==> src/include/copro_params.svh <==
`ifndef COPRO_PARAMS_SVH
`define COPRO_PARAMS_SVH

// board registers
`define COPRO_LED_ADDR      32'h0000_0000
`define COPRO_SW_ADDR       32'h0000_0004

// test memory window
`define COPRO_MEM_BASE      32'h8000_0000
`define COPRO_MEM_AWIDTH    10
`define COPRO_MEM_WORDS     (1 << `COPRO_MEM_AWIDTH)

// command staging registers, 0x1000_0014 reserved
`define COPRO_CTRL_ADDR     32'h1000_0000
`define COPRO_EXEC_ADDR     32'h1000_0004
`define COPRO_RF_WE_ADDR    32'h1000_0008
`define COPRO_RF_ADDR_ADDR  32'h1000_000C
`define COPRO_RF_WDATA_ADDR 32'h1000_0010
`define COPRO_OPCODE_ADDR   32'h1000_0018
`define COPRO_RS0_ADDR      32'h1000_001C
`define COPRO_RS1_ADDR      32'h1000_0020
`define COPRO_RS2_ADDR      32'h1000_0024
`define COPRO_RD_ADDR       32'h1000_0028

`define COPRO_RESULT_ADDR   32'h1000_0040

// register file
`define COPRO_RF_AWIDTH     3
`define COPRO_RF_DEPTH      (1 << `COPRO_RF_AWIDTH)

`endif

==> src/design/copro_pkg.sv <==
`default_nettype none

`include "copro_params.svh"

package copro_pkg;

    typedef logic [31:0] word_t;
    typedef logic [31:0] bus_addr_t;  // byte address
    typedef logic [3:0]  byte_en_t;
    typedef logic [`COPRO_RF_AWIDTH-1:0]  rf_addr_t;
    typedef logic [`COPRO_MEM_AWIDTH-1:0] mem_addr_t;  // word index

    typedef enum logic [3:0] {
        ALU_ADD    = 4'd0,
        ALU_SUB    = 4'd1,
        ALU_AND    = 4'd2,
        ALU_OR     = 4'd3,
        ALU_XOR    = 4'd4,
        ALU_SLL    = 4'd5,
        ALU_SRL    = 4'd6,
        ALU_MUL    = 4'd7,
        ALU_MULADD = 4'd8
    } alu_op_e;

    typedef struct packed {
        logic      req;
        logic      we;
        bus_addr_t addr;
        byte_en_t  be;
        word_t     wdata;
    } bus_req_t;

    typedef struct packed {
        logic  ack;
        logic  resp;
        word_t rdata;
    } bus_resp_t;

    // operand select: 1 = register file, 0 = immediate
    typedef struct packed {
        logic     exec;
        logic     rf_we;
        rf_addr_t rf_addr;
        word_t    rf_wdata;
        alu_op_e  opcode;
        logic     rs0_sel;
        logic     rs1_sel;
        logic     rs2_sel;
        word_t    rs0;
        word_t    rs1;
        word_t    rs2;
        rf_addr_t rd;
    } cmd_t;

endpackage

`default_nettype wire

==> src/design/copro_alu.sv <==
`timescale 1ns/1ps
`default_nettype none

module copro_alu
    import copro_pkg::*;
(
    input  wire alu_op_e op_i,
    input  wire word_t   a_i,
    input  wire word_t   b_i,
    input  wire word_t   c_i,
    output word_t        y_o
);

    logic [4:0] shamt;

    assign shamt = b_i[4:0];

    always_comb
    begin
        case (op_i)
            ALU_ADD:    y_o = a_i + b_i;
            ALU_SUB:    y_o = a_i - b_i;
            ALU_AND:    y_o = a_i & b_i;
            ALU_OR:     y_o = a_i | b_i;
            ALU_XOR:    y_o = a_i ^ b_i;
            ALU_SLL:    y_o = a_i << shamt;
            ALU_SRL:    y_o = a_i >> shamt;
            ALU_MUL:    y_o = a_i * b_i;        // low word only
            ALU_MULADD: y_o = a_i * b_i + c_i;
            default:    y_o = '0;
        endcase
    end

endmodule

`default_nettype wire

==> src/design/copro_engine.sv <==
`timescale 1ns/1ps
`default_nettype none

`include "copro_params.svh"

module copro_engine
    import copro_pkg::*;
(
    input  wire logic clk_gen,
    input  wire logic rst_n_i,
    input  wire logic cmd_valid_i,
    input  wire cmd_t cmd_i,
    output logic      res_valid_o,
    output word_t     res_data_o
);

    word_t    rf_q [`COPRO_RF_DEPTH];

    logic [2:0] opnd_sel;
    word_t    opnd_imm [3];
    rf_addr_t rf_idx [3];
    word_t    opnd_d [3];

    // execute stage
    logic     s2_exec_q;
    alu_op_e  s2_op_q;
    rf_addr_t s2_rd_q;
    word_t    s2_opnd_q [3];
    word_t    alu_y;

    // operand fetch, bypassing the result still in execute
    always_comb
    begin
        opnd_sel    = {cmd_i.rs2_sel, cmd_i.rs1_sel, cmd_i.rs0_sel};
        opnd_imm[0] = cmd_i.rs0;
        opnd_imm[1] = cmd_i.rs1;
        opnd_imm[2] = cmd_i.rs2;
        for (int i = 0; i < 3; i++)
        begin
            rf_idx[i] = opnd_imm[i][`COPRO_RF_AWIDTH-1:0];
            if (!opnd_sel[i])
                opnd_d[i] = opnd_imm[i];
            else if (s2_exec_q && (s2_rd_q == rf_idx[i]))
                opnd_d[i] = alu_y;
            else
                opnd_d[i] = rf_q[rf_idx[i]];
        end
    end

    copro_alu copro_alu_inst (
        .op_i (s2_op_q),
        .a_i  (s2_opnd_q[0]),
        .b_i  (s2_opnd_q[1]),
        .c_i  (s2_opnd_q[2]),
        .y_o  (alu_y)
    );

    always_ff @(posedge clk_gen or negedge rst_n_i)
    begin
        if (!rst_n_i)
        begin
            s2_exec_q   <= 1'b0;
            res_valid_o <= 1'b0;
            for (int i = 0; i < `COPRO_RF_DEPTH; i++)
                rf_q[i] <= '0;
        end
        else
        begin
            s2_exec_q   <= cmd_valid_i & cmd_i.exec;
            res_valid_o <= s2_exec_q;
            if (s2_exec_q)
                rf_q[s2_rd_q] <= alu_y;
            // younger command's rf write lands last
            if (cmd_valid_i && cmd_i.rf_we)
                rf_q[cmd_i.rf_addr] <= cmd_i.rf_wdata;
        end
    end

    always_ff @(posedge clk_gen)
    begin
        if (cmd_valid_i)
        begin
            s2_op_q <= cmd_i.opcode;
            s2_rd_q <= cmd_i.rd;
            for (int i = 0; i < 3; i++)
                s2_opnd_q[i] <= opnd_d[i];
        end
        if (s2_exec_q)
            res_data_o <= alu_y;
    end

endmodule

`default_nettype wire

==> config.mk <==
export PLATFORM = sky130hd
export DESIGN_NAME = copro_engine
export DESIGN_NICKNAME = d
export VERILOG_FILES = /design/src/design/copro_pkg.sv /design/src/design/copro_alu.sv /design/src/design/copro_engine.sv
export VERILOG_INCLUDE_DIRS = /design/src /design/src/include
export SDC_FILE = /design/constraint.sdc
export NUM_CORES = 2
export LEC_CHECK = 0
export BUFFER_PORTS_ARGS = -buffer_cell sky130_fd_sc_hd__buf_2
export CAP_MARGIN = 20
export CELL_PAD_IN_SITES_DETAIL_PLACEMENT = 0
export CELL_PAD_IN_SITES_GLOBAL_PLACEMENT = 1
export CORE_MARGIN = 2
export CORE_UTILIZATION = 54
export DETAILED_ROUTE_END_ITERATION = 8
export PLACE_DENSITY = 0.91
export REMOVE_ABC_BUFFERS = 1
export SETUP_SLACK_MARGIN = 0.05
export SYNTH_ARGS = -nofsm -noshare
export SYNTH_HDL_FRONTEND = slang
export SYNTH_SLANG_ARGS = --single-unit
==> constraint.sdc <==
create_clock -name clk_gen -period 23.7 [get_ports clk_gen]
set_clock_uncertainty 0.15 [all_clocks]
set_input_delay 4.74 -clock clk_gen [delete_from_list [all_inputs] [get_ports clk_gen]]
set_output_delay 4.74 -clock clk_gen [all_outputs]
set_load 0.005 [all_outputs]
# Word level (Yosys, flattened, before mapping)

Memories as Yosys holds them, arrays and structs flattened.
Index checks and enable logic that the tools add are counted.

Magnitude comparators: 7
Shift-type cells: 2
Muxes and demuxes: 26
Bitwise gates (word level): 9
Multiply operators: 1
Reduce and logical (&&, ||, !) cells: 7
Eq/ne operators: 11
Add/subtract/negate cells: 3

Operators with widths:

| kind                                                                  | number |
|---|---|
| 256-bit bitwise mux                                                   | 2 |
| 256-bit 2-to-1 mux                                                    | 2 |
| 32-bit 2-to-1 mux                                                     | 14 |
| 32-bit binary-select mux with 3-bit select                            | 3 |
| 32-bit case mux with 9 select lines                                   | 1 |
| 32-bit demux with 3-bit select                                        | 2 |
| 32-bit adder                                                          | 2 |
| 32-bit bitwise AND                                                    | 1 |
| 32-bit by 32-bit multiplier with 32-bit output                        | 1 |
| 32-bit bitwise OR                                                     | 1 |
| 32-bit by 5-bit << shifter with 32-bit output                         | 1 |
| 32-bit by 5-bit right shift with 32-bit output                        | 1 |
| 32-bit subtractor                                                     | 1 |
| 32-bit bitwise XOR                                                    | 1 |
| 4-bit >= comparator, second input constant                            | 5 |
| 3-bit inverter with 4-bit output                                      | 5 |
| 4-bit by 3-bit equality test with 1-bit output, second input constant | 4 |
| 3-bit equality test                                                   | 3 |
| 4-bit by 2-bit equality test with 1-bit output, second input constant | 2 |
| 4-bit by 1-bit < comparator with 1-bit output, second input constant  | 2 |
| 1-bit logical AND                                                     | 6 |
| 4-bit by 1-bit equality test with 1-bit output, second input constant | 1 |
| 4-bit equality test, second input constant                            | 1 |
| 4-bit logical NOT                                                     | 1 |
| other kinds (2)                                                       | 3 |

Register bits: 297
Memory bits (writable): 96
Input bits: 146
Logic and storage cells: 80
Memories kept: 1

Memories:

| memory    | depth | width | read ports | clocked after Yosys merged registers in | write ports | RTL line           | RTL |
|---|---|---|---|---|---|---|---|
| s2_opnd_q | 3     | 32    | 3          | 0                                       | 3           | copro_engine.sv:28 | `word_t s2_opnd_q [3];` |

# Logic depth before layout (Yosys ltp)

Word-level depth: 9
Mapped depth: 43
Gate-level depth less buffers: 37

# Hierarchy

From an unflattened synthesis, not the netlist that was laid out.

Cells, all modules: 4662
Area total of the unflattened synthesis: 48117.4 um^2

By module, submodules not included:

| module       | area an instance (um^2) | seq. area each (um^2) | cells an instance | times used |
|---|---|---|---|---|
| copro_engine | 24175.7                 | 10510.1               | 1625              | 1 |
| copro_alu    | 23941.7                 | 0.0                   | 3037              | 1 |

# Worst setup path after synthesis

No wires, ideal clock.

Path kind: reg-to-reg
Start: mem s2_opnd_q[0][35] in the netlist's numbering
End: reg res_data_o[31], data pin
Path buffers: 6
Period minus slack after synthesis: 10.172 ns
Setup time: 0.265 ns
Required time: 23.285 ns
Setup slack: 13.528 ns
Stages on the path, launching flop included: 39
Arrival: 9.756 ns
Cells stage by stage: edfxtp_1 inv_2 clkbuf_1 clkbuf_1 buf_1 buf_1 nor2_1 fa_1 inv_1 fa_1 fa_1 fa_1 inv_1 fa_1 inv_1 fa_1 inv_1 fa_1 (+3 left out) nor4_1 nor2_1 a21o_1 a21oi_1 xor2_1 inv_1 ha_1 and2_1 clkbuf_1 o211a_1 a211oi_1 o31ai_1 a311oi_1 xnor2_1 xnor3_1 nor2_1 buf_2 or3_1

RTL lines:

| element                | RTL line           | RTL |
|---|---|---|
| start: declaration     | copro_engine.sv:28 |  |
| end signal: assignment | copro_engine.sv:89 | `res_data_o <= alu_y;` |
| end: declaration       | copro_engine.sv:14 | `output word_t res_data_o` |

==> key figures <==
Route
  – Remaining DRCs: 0
  – 1st-iter DRT viols: 6160
  – Drt via density: 6.84
  – Detail Route Antenna Nets: 0
  – DR pass1 iterations: 6
  – Vias post-DR: 43500
  – Routed len/inst: 29.8 um
  – Final wirelength: 190 mm

Flow run
  – Max_cap viols: 0

Floorplan
  – I/O pin count: 179
  – Core Footprint: 87200 sq um
  – Row count: 108
  – Die H: 301 um
  – Die Width: 301 um
  – Die area: 90700 sq um
  – Initial Util: 54.7%

Cells and area
  – # nets final: 5971
  – Syn-to-layout area delta: 6.68%
  – Fill count: 7676
  – Ratio of cells with drive above 1 in the final layout: 13.7%
  – Final Non-Filler Cells: 6360

STA
  – WHS: 0.451 ns
  – Actual slew at the worst max-slew pin: 1.21 ns
  – Slew margin rel.: 19.2%
  – Tcrit/Tclk final: 50.7%
  – Fin Setup TNS: 0 ns
  – Final Hold Fails: 0
  – Crit path time final: 12.02 ns
  – Final setup fails: 0
  – RSZ-0062 raised after global routing: no
  – Max frequency: 83.2 MHz
  – Slew Viols, Final: 0

Clocking
  – CTS H-tree depth: 2
  – Setup bufs post-CTS: 0
  – Clock sink total: 393
  – Clock Tree Buf Depth: 3
  – Post-cts resize count: 0
  – Cts hold-fix bufs: 0
  – Reg clk slew, reported paths: 0.07 ns
  – Num CTS Buffers: 42
  – Worst-Skew Late Latency: 0.62 ns
  – Root Driver: clkbuf_16
  – CTS tree: built

Logic synthesis
  – Post-synth EDFFs: 135
  – YS warnings: 0
  – Asr flop ratio synth: 65.6%
  – Syn avg cell area: 9.09 sq um
  – Mapped Area: 47700 sq um
  – Post-synthesis cell count: 5248
  – Sequential share of the synthesized area: 22.0%
  – Post-synthesis register bit count: 393
  – Post-synth top flop: dfrtp_1
  – Yosys cell types: 88

Setup path
  – CP peak stage delay: 0.94 ns
  – CP dominant cell by count: fa_1
  – CP Max Fanout: 22
  – CP Data Required Time: 23.85 ns
  – Setup Crit Path Kind: register to register
  – Critical-path top delay cell: inv_1
  – CP arrival: 12.17 ns
  – Crit end category: register
  – R2R Setup Slk: 11.68 ns
  – Crit path launch type: register

Worst hold path
  – Class of the worst hold path: register to register

Global routing
  – Largest net degree at the start of global routing: 150
  – First-pass GRT wire length: 277 mm
  – GRT Util Overall: 41.6%
  – Vias in the first global route: 43000
  – Total congestion overflow: 0
  – Initial antenna violation count: 5

Placement
  – HPWL after DPL: 132 mm
  – Inst Count DP: 6275
  – Final Wtd Congestion: 1.02
  – IO Port Bufs: 178

Run status
  – Status: complete, no violations
[metal layers]
layer | global-route usage [%] | vias to the layer above | wire, um
met2 | 62.2 | 3637 | 81800
met1 | 53.4 | 21100 | 66300
met4 | 25.4 | 0 | 14400
met3 | 12.2 | 882 | 27200
met5 | 0 | - | 0
li1 | - | 17900 | -
[metrics by stage]
step | cell area (sq um) | setup slack, ns | util (%)
after floorplan | 46000 | 13.05 | -
after global placement | 49400 | 12.06 | 56.7
after detailed placement | 49500 | 12.10 | 56.7
after CTS | 50900 | 12.04 | 58.4
after global routing | 50900 | 11.44 | 58.4
final | 50900 | 11.68 | 58.4
[cells in the mapped netlist, types with 13 or more instances]
cell / n / share of area (%)
o22ai_1: 17 / 0.22
nor2b_1: 22 / 0.29
xor2_1: 37 / 0.68
edfxtp_1: 135 / 8.5
and3_1: 101 / 1.3
inv_2: 13 / 0.10
a21oi_1: 317 / 3.3
a221oi_1: 27 / 0.50
o221ai_1: 34 / 0.62
a211oi_1: 48 / 0.76
a22oi_1: 19 / 0.30
mux2i_1: 153 / 3.2
nand2_1: 573 / 4.5
buf_2: 46 / 0.48
a221o_1: 14 / 0.29
xnor2_1: 136 / 2.5
nor3_1: 38 / 0.40
inv_1: 509 / 4.0
or3_1: 18 / 0.24
clkbuf_1: 277 / 2.2
a21o_1: 100 / 1.6
nand4_1: 14 / 0.18
mux2_2: 40 / 0.94
o21ai_1: 57 / 0.60
dfrtp_1: 258 / 14
ha_1: 251 / 6.6
buf_1: 99 / 0.78
nand2b_1: 18 / 0.24
mux4_2: 233 / 11
nand3_1: 34 / 0.36
fa_1: 410 / 17
nor2_1: 584 / 4.6
nor4_1: 17 / 0.22
o211ai_1: 26 / 0.41
o21ai_0: 388 / 4.1
a31oi_1: 23 / 0.30
[final timing paths]
| kind | from | end | cells after the start |
|---|---|---|---|
| min reg2reg | rf_q[33] | rf_q[33] | 2 |
| max | s2_opnd_q[0][37] | s2_opnd_q[0][89] | 31 |
| max in group asynchronous | rst_n_i | s2_exec_q | 2 |
| max reg2reg | s2_opnd_q[0][37] | s2_opnd_q[0][89] | 31 |
| min | rf_q[33] | rf_q[33] | 2 |
| min in group asynchronous | rst_n_i | rf_q[33] | 1 |
[placed cells by master (no fill, tap or decap), types with 40 or more instances in the layout]
cell type / synthesis / layout
mux4_2: 233 / 233
mux2i_1: 153 / 153
nor2_1: 584 / 572
ha_1: 251 / 251
xnor2_1: 136 / 136
a21o_1: 100 / 100
fa_1: 410 / 410
nand2_1: 573 / 570
o21ai_1: 57 / 59
edfxtp_1: 135 / 135
mux2_2: 40 / 40
o21ai_0: 388 / 386
a21oi_1: 317 / 317
buf_4: 4 / 125
inv_1: 509 / 508
a211oi_1: 48 / 43
clkbuf_16: 0 / 43
and3_1: 101 / 101
dfrtp_1: 258 / 257
buf_2: 46 / 173
[registers in the layout, indices dropped and copies added, names as in the netlist]
register and cells:
res_data_o 32, res_valid_o 1, rf_q 256, s2_exec_q 1
s2_op_q 4, s2_opnd_q 96, s2_rd_q 3
[cell type report]
| type | instances | area (sq um) | share of cell area (%) |
|---|---|---|---|
| multi-input combinational | 3892 | 33600 | 66.1 |
| sequential | 393 | 10500 | 20.7 |
| inverter | 534 | 2000 | 3.94 |
| timing repair buffer | 301 | 1850 | 3.64 |
| tap | 1155 | 1450 | 2.84 |
| clock buffer | 53 | 1140 | 2.25 |
| clock inverter | 24 | 263 | 0.516 |
| antenna | 8 | 20.0 | 0.0393 |
[critical path: cells and delay by family, from the launching register on]
kind	cells	cell delay (ns)
AOI/OAI and AO/OA	10	3.21
xor gates and xnor gates	1	0.63
adders and majority gates	10	4.88
buffers and inverters	5	1.15
DFF	1	0.70
and+or+nand+nor	5	0.97
[logic make-up after synthesis]
logic type                 count (synthesis)  share of synthesized area (%)
adders and majority gates                661                           23.8
buffers and inverters                    963                           7.78
and+or+nand+nor                         1457                           13.0
DFF                                      393                           22.0
AOI/OAI and AO/OA                       1174                           15.0
xor gates and xnor gates                 174                           3.22
muxes                                    426                           15.2
Power is not shown: default switching activity piles up to over one toggle a cycle in this logic, so the estimate is an artifact.
