--- src/include/copro_params.svh ---
`ifndef COPRO_PARAMS_SVH
`define COPRO_PARAMS_SVH

// board registers
`define COPRO_LED_ADDR      32'h0000_0000
`define COPRO_SW_ADDR       32'h0000_0004

// test memory window
`define COPRO_MEM_BASE      32'h8000_0000
`define COPRO_MEM_AWIDTH    10
`define COPRO_MEM_WORDS     (1 << `COPRO_MEM_AWIDTH)

// command staging registers, 0x1000_0014 reserved
`define COPRO_CTRL_ADDR     32'h1000_0000
`define COPRO_EXEC_ADDR     32'h1000_0004
`define COPRO_RF_WE_ADDR    32'h1000_0008
`define COPRO_RF_ADDR_ADDR  32'h1000_000C
`define COPRO_RF_WDATA_ADDR 32'h1000_0010
`define COPRO_OPCODE_ADDR   32'h1000_0018
`define COPRO_RS0_ADDR      32'h1000_001C
`define COPRO_RS1_ADDR      32'h1000_0020
`define COPRO_RS2_ADDR      32'h1000_0024
`define COPRO_RD_ADDR       32'h1000_0028

`define COPRO_RESULT_ADDR   32'h1000_0040

// register file
`define COPRO_RF_AWIDTH     3
`define COPRO_RF_DEPTH      (1 << `COPRO_RF_AWIDTH)

`endif

--- src/design/copro_pkg.sv ---
`default_nettype none

`include "copro_params.svh"

package copro_pkg;

    typedef logic [31:0] word_t;
    typedef logic [31:0] bus_addr_t;  // byte address
    typedef logic [3:0]  byte_en_t;
    typedef logic [`COPRO_RF_AWIDTH-1:0]  rf_addr_t;
    typedef logic [`COPRO_MEM_AWIDTH-1:0] mem_addr_t;  // word index

    typedef enum logic [3:0] {
        ALU_ADD    = 4'd0,
        ALU_SUB    = 4'd1,
        ALU_AND    = 4'd2,
        ALU_OR     = 4'd3,
        ALU_XOR    = 4'd4,
        ALU_SLL    = 4'd5,
        ALU_SRL    = 4'd6,
        ALU_MUL    = 4'd7,
        ALU_MULADD = 4'd8
    } alu_op_e;

    typedef struct packed {
        logic      req;
        logic      we;
        bus_addr_t addr;
        byte_en_t  be;
        word_t     wdata;
    } bus_req_t;

    typedef struct packed {
        logic  ack;
        logic  resp;
        word_t rdata;
    } bus_resp_t;

    // operand select: 1 = register file, 0 = immediate
    typedef struct packed {
        logic     exec;
        logic     rf_we;
        rf_addr_t rf_addr;
        word_t    rf_wdata;
        alu_op_e  opcode;
        logic     rs0_sel;
        logic     rs1_sel;
        logic     rs2_sel;
        word_t    rs0;
        word_t    rs1;
        word_t    rs2;
        rf_addr_t rd;
    } cmd_t;

endpackage

`default_nettype wire

--- src/design/bus_csr.sv ---
`timescale 1ns/1ps
`default_nettype none

`include "copro_params.svh"

module bus_csr
    import copro_pkg::*;
(
    input  wire logic      clk_gen,
    input  wire logic      rst_n_i,
    input  wire bus_req_t  bus_req_i,
    output bus_resp_t      bus_resp_o,
    input  wire word_t     sw_i,
    output word_t          led_o,
    output logic           mem_we_o,
    output mem_addr_t      mem_addr_o,
    output byte_en_t       mem_be_o,
    output word_t          mem_wdata_o,
    input  wire word_t     mem_rdata_i,
    output logic           cmd_valid_o,
    output cmd_t           cmd_o,
    input  wire logic      res_valid_i,
    input  wire word_t     res_data_i
);

    localparam bus_addr_t MEM_LIMIT = `COPRO_MEM_BASE + bus_addr_t'(`COPRO_MEM_WORDS * 4);

    logic  wr_en;
    logic  rd_en;
    logic  mem_hit;
    logic  reg_rd_hit;
    word_t reg_rdata_d;

    word_t result_q;
    word_t reg_rdata_q;
    logic  reg_resp_q;     // register read, 1 cycle
    logic  mem_resp_d1_q;  // memory read, first stage
    logic  mem_resp_q;

    always_comb
    begin
        wr_en   = bus_req_i.req & bus_req_i.we;
        rd_en   = bus_req_i.req & ~bus_req_i.we;
        mem_hit = (bus_req_i.addr >= `COPRO_MEM_BASE) && (bus_req_i.addr < MEM_LIMIT);

        reg_rd_hit  = 1'b0;
        reg_rdata_d = '0;
        case (bus_req_i.addr)
            `COPRO_LED_ADDR:
            begin
                reg_rd_hit  = rd_en;
                reg_rdata_d = led_o;
            end
            `COPRO_SW_ADDR:
            begin
                reg_rd_hit  = rd_en;
                reg_rdata_d = sw_i;
            end
            `COPRO_RESULT_ADDR:
            begin
                reg_rd_hit  = rd_en;
                reg_rdata_d = result_q;
            end
            default: ;
        endcase
    end

    always_ff @(posedge clk_gen or negedge rst_n_i)
    begin
        if (!rst_n_i)
        begin
            led_o         <= '0;
            result_q      <= '0;
            cmd_valid_o   <= 1'b0;
            mem_we_o      <= 1'b0;
            reg_resp_q    <= 1'b0;
            mem_resp_d1_q <= 1'b0;
            mem_resp_q    <= 1'b0;
        end
        else
        begin
            if (wr_en && (bus_req_i.addr == `COPRO_LED_ADDR))
                led_o <= bus_req_i.wdata;
            if (res_valid_i)
                result_q <= res_data_i;
            cmd_valid_o   <= wr_en && (bus_req_i.addr == `COPRO_CTRL_ADDR) && bus_req_i.wdata[0];
            mem_we_o      <= wr_en && mem_hit;
            reg_resp_q    <= reg_rd_hit;
            mem_resp_d1_q <= rd_en && mem_hit;
            mem_resp_q    <= mem_resp_d1_q;  // lines up with registered ram output
        end
    end

    always_ff @(posedge clk_gen)
    begin
        if (bus_req_i.req && mem_hit)
        begin
            mem_addr_o  <= bus_req_i.addr[`COPRO_MEM_AWIDTH+1:2];  // word aligned
            mem_be_o    <= bus_req_i.be;
            mem_wdata_o <= bus_req_i.wdata;
        end

        if (reg_rd_hit)
            reg_rdata_q <= reg_rdata_d;

        if (wr_en)
        begin
            case (bus_req_i.addr)
                `COPRO_CTRL_ADDR:
                begin
                    cmd_o.rs0_sel <= bus_req_i.wdata[1];
                    cmd_o.rs1_sel <= bus_req_i.wdata[2];
                    cmd_o.rs2_sel <= bus_req_i.wdata[3];
                end
                `COPRO_EXEC_ADDR:     cmd_o.exec     <= bus_req_i.wdata[0];
                `COPRO_RF_WE_ADDR:    cmd_o.rf_we    <= bus_req_i.wdata[0];
                `COPRO_RF_ADDR_ADDR:  cmd_o.rf_addr  <= bus_req_i.wdata[`COPRO_RF_AWIDTH-1:0];
                `COPRO_RF_WDATA_ADDR: cmd_o.rf_wdata <= bus_req_i.wdata;
                `COPRO_OPCODE_ADDR:   cmd_o.opcode   <= alu_op_e'(bus_req_i.wdata[3:0]);
                `COPRO_RS0_ADDR:      cmd_o.rs0      <= bus_req_i.wdata;
                `COPRO_RS1_ADDR:      cmd_o.rs1      <= bus_req_i.wdata;
                `COPRO_RS2_ADDR:      cmd_o.rs2      <= bus_req_i.wdata;
                `COPRO_RD_ADDR:       cmd_o.rd       <= bus_req_i.wdata[`COPRO_RF_AWIDTH-1:0];
                default: ;
            endcase
        end
    end

    // memory data has priority if both land in one cycle
    always_comb
    begin
        bus_resp_o.ack  = bus_req_i.req;
        bus_resp_o.resp = reg_resp_q | mem_resp_q;
        if (mem_resp_q)
            bus_resp_o.rdata = mem_rdata_i;
        else if (reg_resp_q)
            bus_resp_o.rdata = reg_rdata_q;
        else
            bus_resp_o.rdata = '0;
    end

endmodule

`default_nettype wire

--- config.mk ---
export PLATFORM = sky130hd
export DESIGN_NAME = bus_csr
export DESIGN_NICKNAME = d
export VERILOG_FILES = /design/src/design/copro_pkg.sv /design/src/design/bus_csr.sv
export VERILOG_INCLUDE_DIRS = /design/src /design/src/include
export SDC_FILE = /design/constraint.sdc
export NUM_CORES = 1
export LEC_CHECK = 0
export BUFFER_PORTS_ARGS = -buffer_cell sky130_fd_sc_hd__buf_2
export CAP_MARGIN = 40
export CORE_AREA = 2 2 164 166
export CTS_CLUSTER_SIZE = 24
export DETAILED_ROUTE_END_ITERATION = 7
export DIE_AREA = 0 0 166 168
export PLACE_DENSITY = 0.72
export SKIP_CTS_REPAIR_TIMING = 1
export SYNTH_ARGS = -nofsm -noshare
export SYNTH_HDL_FRONTEND = slang
export SYNTH_SLANG_ARGS = --single-unit
--- constraint.sdc ---
create_clock -name clk_gen -period 1.3 [get_ports clk_gen]
set_input_delay 0.195 -clock clk_gen [delete_from_list [all_inputs] [get_ports clk_gen]]
set_output_delay 0.195 -clock clk_gen [all_outputs]
set_load 0.02 [all_outputs]
# Word level (Yosys, flattened, before mapping)
# Cells that the tools add are included.
# word_totals
ff_bits,290
latchBits,0
mem_bits_rw,0
rom_bits,0
inputBits,169
output_inout_bits,257
wordCells,64
n_memories,0
# classes
n_addsub,0
multipliers,0
div,0
order_cmp,2
eq_ne,12
shifts,0
muxes,4
bitwise_logic,4
n_reduce_logical,19
# ops
op,n
$eq 32x29->1 const B,11
$pmux 32 s3,1
$mux 32,2
$eq 32x3->1 const B,1
$ge 32x32->1 const B,1
$logic_not 32->1,1
$lt 32x32->1 const B,1
$reduce_and 2->1,10
$logic_and 1x1->1,7
$reduce_or 3->1,1
$and 1x1->1,2
$mux 1,1
$not 1->1,1
$or 1x1->1,1

# Logic depth before layout (Yosys ltp)
# Gate-level depths: netlist (run 1).
# logic_depth
depth_word,3
ltp_mapped,6
mapped_depth_nobuf,4

# Worst setup path before layout (run 1)
# OpenSTA, ideal clock, no wires.
# synth_timing
kind,in2reg
startpoint,input bus_req_i[61] in the netlist's numbering
endpoint,"register mem_addr_o[0], enable pin"
setup_time_ns,0.568
t_arrival_ns,5.215
required_time_ns,0.732
slack_ns,-4.483
stages,3
n_path_buf,0
cell_sequence,nor4_1 > nand3_1 > nor4_1
# synth_between
elab_chain_cells,3
elab_cells_between_ends,4
# synth_rtl
item,line,text
"start, declared",bus_csr.sv:11,"input wire bus_req_t bus_req_i,"
$ge 32x32->1 (no source line) or $lt 32x32->1 (tied branches),--,
$logic_and 1x1->1 (*),bus_csr.sv:44,mem_hit = (bus_req_i.addr >= `COPRO_MEM_BASE) && (bus_req_i.addr < MEM_LIMIT);
$logic_and 1x1->1 (*),bus_csr.sv:96,if (bus_req_i.req && mem_hit)
"end signal, assigned",bus_csr.sv:98,mem_addr_o <= bus_req_i.addr[`COPRO_MEM_AWIDTH+1:2];
"end, declared",bus_csr.sv:16,"output mem_addr_t mem_addr_o,"
# Every way passes the cells marked *; elsewhere a longest branch is shown, timed or not.
# A chain may end at the register's enable or synchronous reset.

==> Flow_metrics.wiki, run 1 <==
{| class="wikitable"
! Metric !! Value
|-
| EDFF count, synth || 221
|-
| Remaining design rule violation count || 0
|-
| Status || finished, violations left
|-
| Overall die height || 168 microns
|-
| Clock buffer count from CTS || 29
|-
| Area after detailed placement || roughly 14000 sq um
|-
| Final hold viol count || 1
|-
| Post-Syn Area || 10600 sq um
|-
| Leading post-synthesis cells by cell area || sky130_fd_sc_hd__edfxtp_1 62%, sky130_fd_sc_hd__dfrtp_1 16%, sky130_fd_sc_hd__a22o_1 5.2%
|-
| Worst slew slack as a fraction of its limit || 72.9%
|-
| Cell type with the largest total area after synthesis || sky130_fd_sc_hd__edfxtp_1
|-
| CP max-delay cell || sky130_fd_sc_hd__dfrtp_2
|-
| Pwr Density || 1160 nW/um^2
|-
| Worst Skew || 12.1 ps
|-
| Buffers and inverters on the worst path || 3
|-
| Post-synthesis area per instance || 19.6 sq um
|-
| Yosys warning count || 0
|-
| Post-synthesis sequential element count || 290
|-
| Element type at the critical path start || flip-flop
|-
| Setup WS pre-CTS || -764 ps
|-
| Synthesis-to-layout area growth || 61.8%
|-
| Net Count, Synth || 712
|-
| Via count of the first global-routing pass || roughly 7.6k
|-
| Iteration-0 DRC Markers || 670
|-
| Worst path top cell family by delay || flip-flops
|-
| Violations in the final reports || hold timing, setup timing
|-
| Horizontal extent of the die || 166 microns
|-
| Smallest setup slack after layout || -620 ps
|-
| Post-layout utilization of the core || 65.3%
|-
| Die footprint || 27900 sq um
|-
| Overall routing resource usage || roughly a fifth
|-
| Core Area || 26400 sq um
|-
| Post-route clock period utilization || 148%
|-
| Largest voltage drop on the vdd net || about 1100 uV
|-
| Highest clock frequency the design can meet || roughly 520 MHz
|-
| Highest cell delay on the worst timing path || 450 ps
|-
| Crit Path Category || flip-flop to output port
|-
| Overall power || approximately 20 mW
|-
| Peak fanout along the critical path || 7
|-
| Drt wl/cell || 24.0 microns
|-
| Maximum number of pins on one net before global-route repair || between 60 and 70
|-
| Clock transition time at the flip-flop clock pins of the worst setup and hold paths || 70 ps
|-
| Internal power summed over all cells || 15.9 mW
|-
| Number of buffers on the longest clock path || 3
|-
| Clock insertion delay at the later pin of the skew report || between 500 and 600 ps
|-
| Layout Nets || 1342
|-
| Rows || 60
|-
| Total global routing overflow || 0
|-
| Sum Neg Setup Slack || -49390 ps
|-
| I/O pin count || 426
|-
| # Max-Cap Violations || 0
|-
| Total wire length after detailed routing || about 37000 microns
|-
| Number of antenna violations at the first check in global routing || 5
|-
| IO buf count || 425
|-
| Shortest clock period the worst path allows after layout || just under 2000 ps
|-
| Routed Antenna Nets || 0
|-
| Dpl cells || around 1.3k
|-
| Wire length of the first global-routing pass || 45400 microns
|-
| HPWL after DPL || ~22000 microns
|-
| Fraction of layout instances using a drive strength above 1 || 57.5%
|-
| Clock network fraction of design power || between 40% and 50%
|-
| Fraction of synthesized cell area taken by the top area cell type || 62.4%
|-
| Total number of vias || approximately 8.1k
|-
| Seq pwr share || 50.6%
|-
| Unique masters post-synth || 32
|-
| Data required time of the worst path || 1110 ps
|-
| Static leakage || 7.36 nW
|-
| TritonCTS clock tree || done
|-
| Root buf cell || sky130_fd_sc_hd__clkbuf_16
|-
| Type of destination of the critical path || output port
|-
| Weighted congestion reported at the end of routability-driven placement || 0.808
|-
| Pre-antenna DRT Iters || 5
|-
| Worst hold-check slack || -8.44 ps
|-
| Total of endpoints with negative setup slack in the final report || 295
|-
| CP Cell Sequence || nor2b_4 -> buf_12 -> clkbuf_16 -> a22o_4 -> buf_6
|-
| Finished Layout Cells || 1541
|-
| Sequential element share of the synthesized area || a little under 80%
|-
| Power spent charging and discharging nets || 4.15 mW
|-
| Async set-reset flop share out of synthesis || 23.8%
|-
| Most frequently used flop master after synthesis || sky130_fd_sc_hd__edfxtp_1
|-
| Initial core utilization || about two fifths
|-
| Combinational power share || 5.0%
|-
| Endpoint arrival time on the critical path || 1730 ps
|-
| Via-per-instance ratio || ~5.3
|-
| Total number of H-tree levels || 1
|-
| RSZ-0062 raised after global routing || true
|-
| Post-Layout Inst Area || 17200 sq um
|-
| Fraction of power spent switching nets || 20.7%
|-
| Hold crit path type || input port to flip-flop
|-
| Number of standard cells after synthesis || about 540
|-
| Clock sink total || 290
|-
| Worst Tran Pin Value || 406 ps
|-
| Pins Over Slew Limit || 0
|}
-- per-layer routing --
layer	wire [microns]	vias up	share of wire, %	global-route usage (%)
met1	14200	4082	39	26.4
li1	-	3478	-	-
met3	3100	67	8.4	5.76
met2	18700	496	51	36.8
met4	923	2	2.5	6.47
met5	13	-	0.035	0
-- final timing paths --
path                                    start               to  slack (ps)  cells after the start
min in group asynchronous             rst_n_i    mem_resp_d1_q          30                      2
max in group asynchronous             rst_n_i        led_o[10]         630                      3
worst max-delay path               mem_resp_q   bus_resp_o[16]        -620                      5
worst min register to register  mem_resp_d1_q       mem_resp_q         370                      0
worst max register to register       led_o[0]   reg_rdata_q[0]         180                      2
worst min-delay path                 sw_i[25]  reg_rdata_q[25]          -8                      2
-- registers in the layout (all words and copies together), names as in the netlist, 4 cells and up --
name,count
cmd_o,143
led_o,32
mem_wdata_o,32
reg_rdata_q,32
result_q,32
mem_addr_o,10
mem_be_o,4
-- cell type report --
cell class                      instances  area, sq um
Fill cell                            1785         9140
Clock inverter                         20          248
Antenna cell                            4         10.0
Timing Repair Buffer                  632         4830
Tap cell                              341          427
Multi-Input combinational cell        220         2570
Sequential cell                       290         8360
Clock buffer                           34          764
-- Yosys cell counts, types with 5 or more instances --
| cell | count |
|---|---|
| sky130_fd_sc_hd__a22o_1 | 63 |
| sky130_fd_sc_hd__a32o_1 | 33 |
| sky130_fd_sc_hd__and3_1 | 5 |
| sky130_fd_sc_hd__buf_2 | 7 |
| sky130_fd_sc_hd__clkbuf_1 | 16 |
| sky130_fd_sc_hd__dfrtp_1 | 69 |
| sky130_fd_sc_hd__edfxtp_1 | 221 |
| sky130_fd_sc_hd__mux2_1 | 16 |
| sky130_fd_sc_hd__mux2_2 | 18 |
| sky130_fd_sc_hd__mux2_4 | 30 |
| sky130_fd_sc_hd__nand2_1 | 7 |
| sky130_fd_sc_hd__nor2_1 | 6 |
| sky130_fd_sc_hd__nor3_1 | 11 |
| sky130_fd_sc_hd__nor4_1 | 7 |
-- cells in the final DEF, fill, tap and decap left out, types with 8 or more instances in the layout --
master / count
sky130_fd_sc_hd__dlygate4sd3_1: 105
sky130_fd_sc_hd__clkinv_2: 8
sky130_fd_sc_hd__mux2_4: 32
sky130_fd_sc_hd__buf_4: 50
sky130_fd_sc_hd__a22o_1: 33
sky130_fd_sc_hd__a22o_4: 30
sky130_fd_sc_hd__buf_12: 25
sky130_fd_sc_hd__clkbuf_16: 44
sky130_fd_sc_hd__buf_6: 49
sky130_fd_sc_hd__mux2_1: 14
sky130_fd_sc_hd__mux2_2: 18
sky130_fd_sc_hd__dfrtp_1: 68
sky130_fd_sc_hd__edfxtp_1: 221
sky130_fd_sc_hd__buf_2: 385
sky130_fd_sc_hd__a32o_1: 32
-- power by group through the flow --
stage	Clock (mW)	Sequential [mW]	Combinational, mW
after floorplan	0	10.3	0.170
after global placement	0	10.3	0.683
after detailed placement	0	10.3	0.707
after CTS	9.00	10.1	0.709
after global routing	9.35	10.1	1.08
final	8.89	10.1	1.00
-- kinds of logic (layout without fill, tap and decap cells) --
| logic type | count (synthesis) | in the layout | synth area share [%] |
|---|---|---|---|
| buffers and inverters | 33 | 686 | 1.84 |
| DFF | 290 | 290 | 78.6 |
| and+or+nand+nor | 59 | 59 | 3.34 |
| muxes | 64 | 64 | 7.84 |
| AOI/OAI and AO/OA | 97 | 97 | 8.34 |
| other | 0 | 4 | 0 |
(Power assumes the default switching activity.)
==> run 2, diff against run 1 <==
==> constraint.sdc (replaced) <==
create_clock -name clk_gen -period 1.3 [get_ports clk_gen]
set_input_delay 0.13 -clock clk_gen [delete_from_list [all_inputs] [get_ports clk_gen]]
set_output_delay 0.13 -clock clk_gen [all_outputs]
set_load 0.02 [all_outputs]
==> run 2 against run 1 <==
Net effect: the run ends with setup timing left; register-to-register slack got worse by 80 ps; clock skew hardly changed; utilization shrank 2.1 points; final area down 3.3%; global-route usage rose by 0.58 points; sequential cell count stayed put; critical path type unchanged; largest cell class unchanged; largest power group unchanged; highest routed layer unchanged.
==> Flow_metrics.wiki, run 2 (same netlist as run 1, synthesis figures left out) <==
{| class="wikitable"
! Metric !! Value
|-
| Overall die height || between 150 and 200 microns
|-
| Largest voltage drop on the vdd net || 995 uV
|-
| Highest clock frequency the design can meet || between 500 and 600 MHz
|-
| Reg with most FFs || cmd_o
|-
| Pwr Density || 1140 nW/um^2
|-
| Number of antenna violations at the first check in global routing || 2
|-
| Fraction of layout instances using a drive strength above 1 || 54.1%
|-
| Type of destination of the critical path || output port
|-
| Rows || 60
|-
| Root buf cell || sky130_fd_sc_hd__clkbuf_16
|-
| Post-route clock period utilization || 138%
|-
| Met2 layer wire length in the routed design || 19200 microns
|-
| Total global routing overflow || 0
|-
| Worst reg-to-reg setup slack || 100 ps
|-
| Status || finished, violations left
|-
| I/O pin count || 426
|-
| Via-per-instance ratio || 5.17
|-
| Worst Tran Pin Value || 374 ps
|-
| Total number of vias || 7935
|-
| Wire length of the first global-routing pass || approximately 46000 microns
|-
| Pins Over Slew Limit || 0
|-
| Drt wl/cell || 23.8 microns
|-
| Synthesis-to-layout area growth || 56.5%
|-
| TritonCTS clock tree || done
|-
| RSZ-0062 raised after global routing || true
|-
| CP max-delay cell || sky130_fd_sc_hd__dfrtp_2
|-
| Most frequent cells in the layout || 381 x sky130_fd_sc_hd__buf_2, 221 x sky130_fd_sc_hd__edfxtp_1, 112 x sky130_fd_sc_hd__dlygate4sd3_1
|-
| Horizontal extent of the die || 166 microns
|-
| Final hold viol count || 0
|-
| Sum Neg Setup Slack || -19190 ps
|-
| Layout Nets || 1341
|-
| Setup WS pre-CTS || -723 ps
|-
| # Max-Cap Violations || 0
|-
| Worst path top cell family by delay || flip-flops
|-
| Overall routing resource usage || 21.9%
|-
| Total number of H-tree levels || 1
|-
| Core Area || 26400 sq um
|-
| Maximum number of pins on one net before global-route repair || 44
|-
| Via count of the first global-routing pass || between 7k and 8k
|-
| HPWL after DPL || 23100 microns
|-
| Smallest setup slack after layout || -491 ps
|-
| IO buf count || 425
|-
| Initial core utilization || 40.4%
|-
| Crit Path Category || flip-flop to output port
|-
| Routed Antenna Nets || 0
|-
| Total wire length after detailed routing || 36500 microns
|-
| Violations in the final reports || setup timing
|-
| Element type at the critical path start || flip-flop
|-
| Data required time of the worst path || 1170 ps
|-
| Endpoint arrival time on the critical path || 1660 ps
|-
| Clock buffer count from CTS || 29
|-
| Shortest clock period the worst path allows after layout || 1790 ps
|-
| CP Cell Sequence || buf_4 -> or2_2 -> buf_2
|-
| Clock transition time at the flip-flop clock pins of the worst setup and hold paths || approximately 60 ps
|-
| Total of endpoints with negative setup slack in the final report || 182
|-
| Worst Skew || 12.5 ps
|-
| Most common library cell in the layout ignoring fill and taps || sky130_fd_sc_hd__buf_2
|-
| Peak fanout along the critical path || 23
|-
| Met3 Routed Length || approximately 2200 microns
|-
| Pre-antenna DRT Iters || 7
|-
| Static leakage || 7.05 nW
|-
| Number of buffers on the longest clock path || 3
|-
| Clock sink total || 290
|-
| Overall power || 19.0 mW
|-
| Weighted congestion reported at the end of routability-driven placement || around 0.80
|-
| Clock insertion delay at the later pin of the skew report || 540 ps
|-
| Remaining design rule violation count || 0
|-
| Number of flip-flops in the largest register || 143
|-
| Highest metal used || met5
|-
| Hold crit path type || input port to flip-flop
|-
| Worst slew slack as a fraction of its limit || 75.1%
|-
| Die footprint || 27900 sq um
|-
| Highest cell delay on the worst timing path || 440 ps
|-
| Buffers and inverters on the worst path || 2
|-
| DRT met1 WL || 14300 microns
|-
| Iteration-0 DRC Markers || between 500 and 600
|}
[run 2: changes by cell type in the layout (fill, tap and decap cells not counted), sizes merged]
cell,change
buf,-1
bufinv,-4
clkbuf,-3
clkinvlp,-2
diode,-3
dlygate4sd3,+7
[run 2: power breakdown]
group	switching [mW]	total [mW]	leakage (nW)	internal, mW
sequential	0.0577	10.1	2.96	10.1
clock	3.43	7.86	0.441	4.43
combinational	0.438	1.02	3.65	0.582
[run 2: worst min-delay path: stages]
cell,delay [ps]
sky130_fd_sc_hd__buf_2,120
sky130_fd_sc_hd__nor4_4,60
sky130_fd_sc_hd__buf_4,130
sky130_fd_sc_hd__nand4_1,80
sky130_fd_sc_hd__nor2_1,40
[run 2: layout make-up]
type                            count  area (sq um)
Sequential cell                   290          8370
Timing Repair Buffer              631          4630
Clock buffer                       38           779
Tap cell                          341           427
Antenna cell                        1          2.50
Clock inverter                     14           111
Multi-Input combinational cell    220          2330
Fill cell                        1851          9710
[run 2: per-layer routing]
layer	global-route usage [%]	vias up
met1	27.3	4012
li1	-	3471
met2	38.6	396
met3	4.94	54
met4	6.20	2
met5	0	-
[run 2: final timing paths]
check / from / cells after the start / to
setup / recovery: mem_resp_q / 3 / bus_resp_o[32]
hold / removal: bus_req_i[38] / 5 / cmd_valid_o
setup reg to reg: led_o[29] / 3 / reg_rdata_q[29]
hold reg to reg: mem_resp_d1_q / 0 / mem_resp_q
max in group asynchronous: rst_n_i / 3 / result_q[8]
min in group asynchronous: rst_n_i / 2 / led_o[29]
[run 2: stage by stage]
stage,std cells,cell area [sq um],utilization (%),hold slack (ps)
5_1_grt,1535,16600,63.2,60.8
4_1_cts,1394,14800,56.3,-506
6_report,1535,16600,63.2,63.6
2_1_floorplan,543,10900,-,-166
3_5_place_dp,1342,13900,52.9,61.7
3_3_place_gp,1342,13900,52.9,64.1
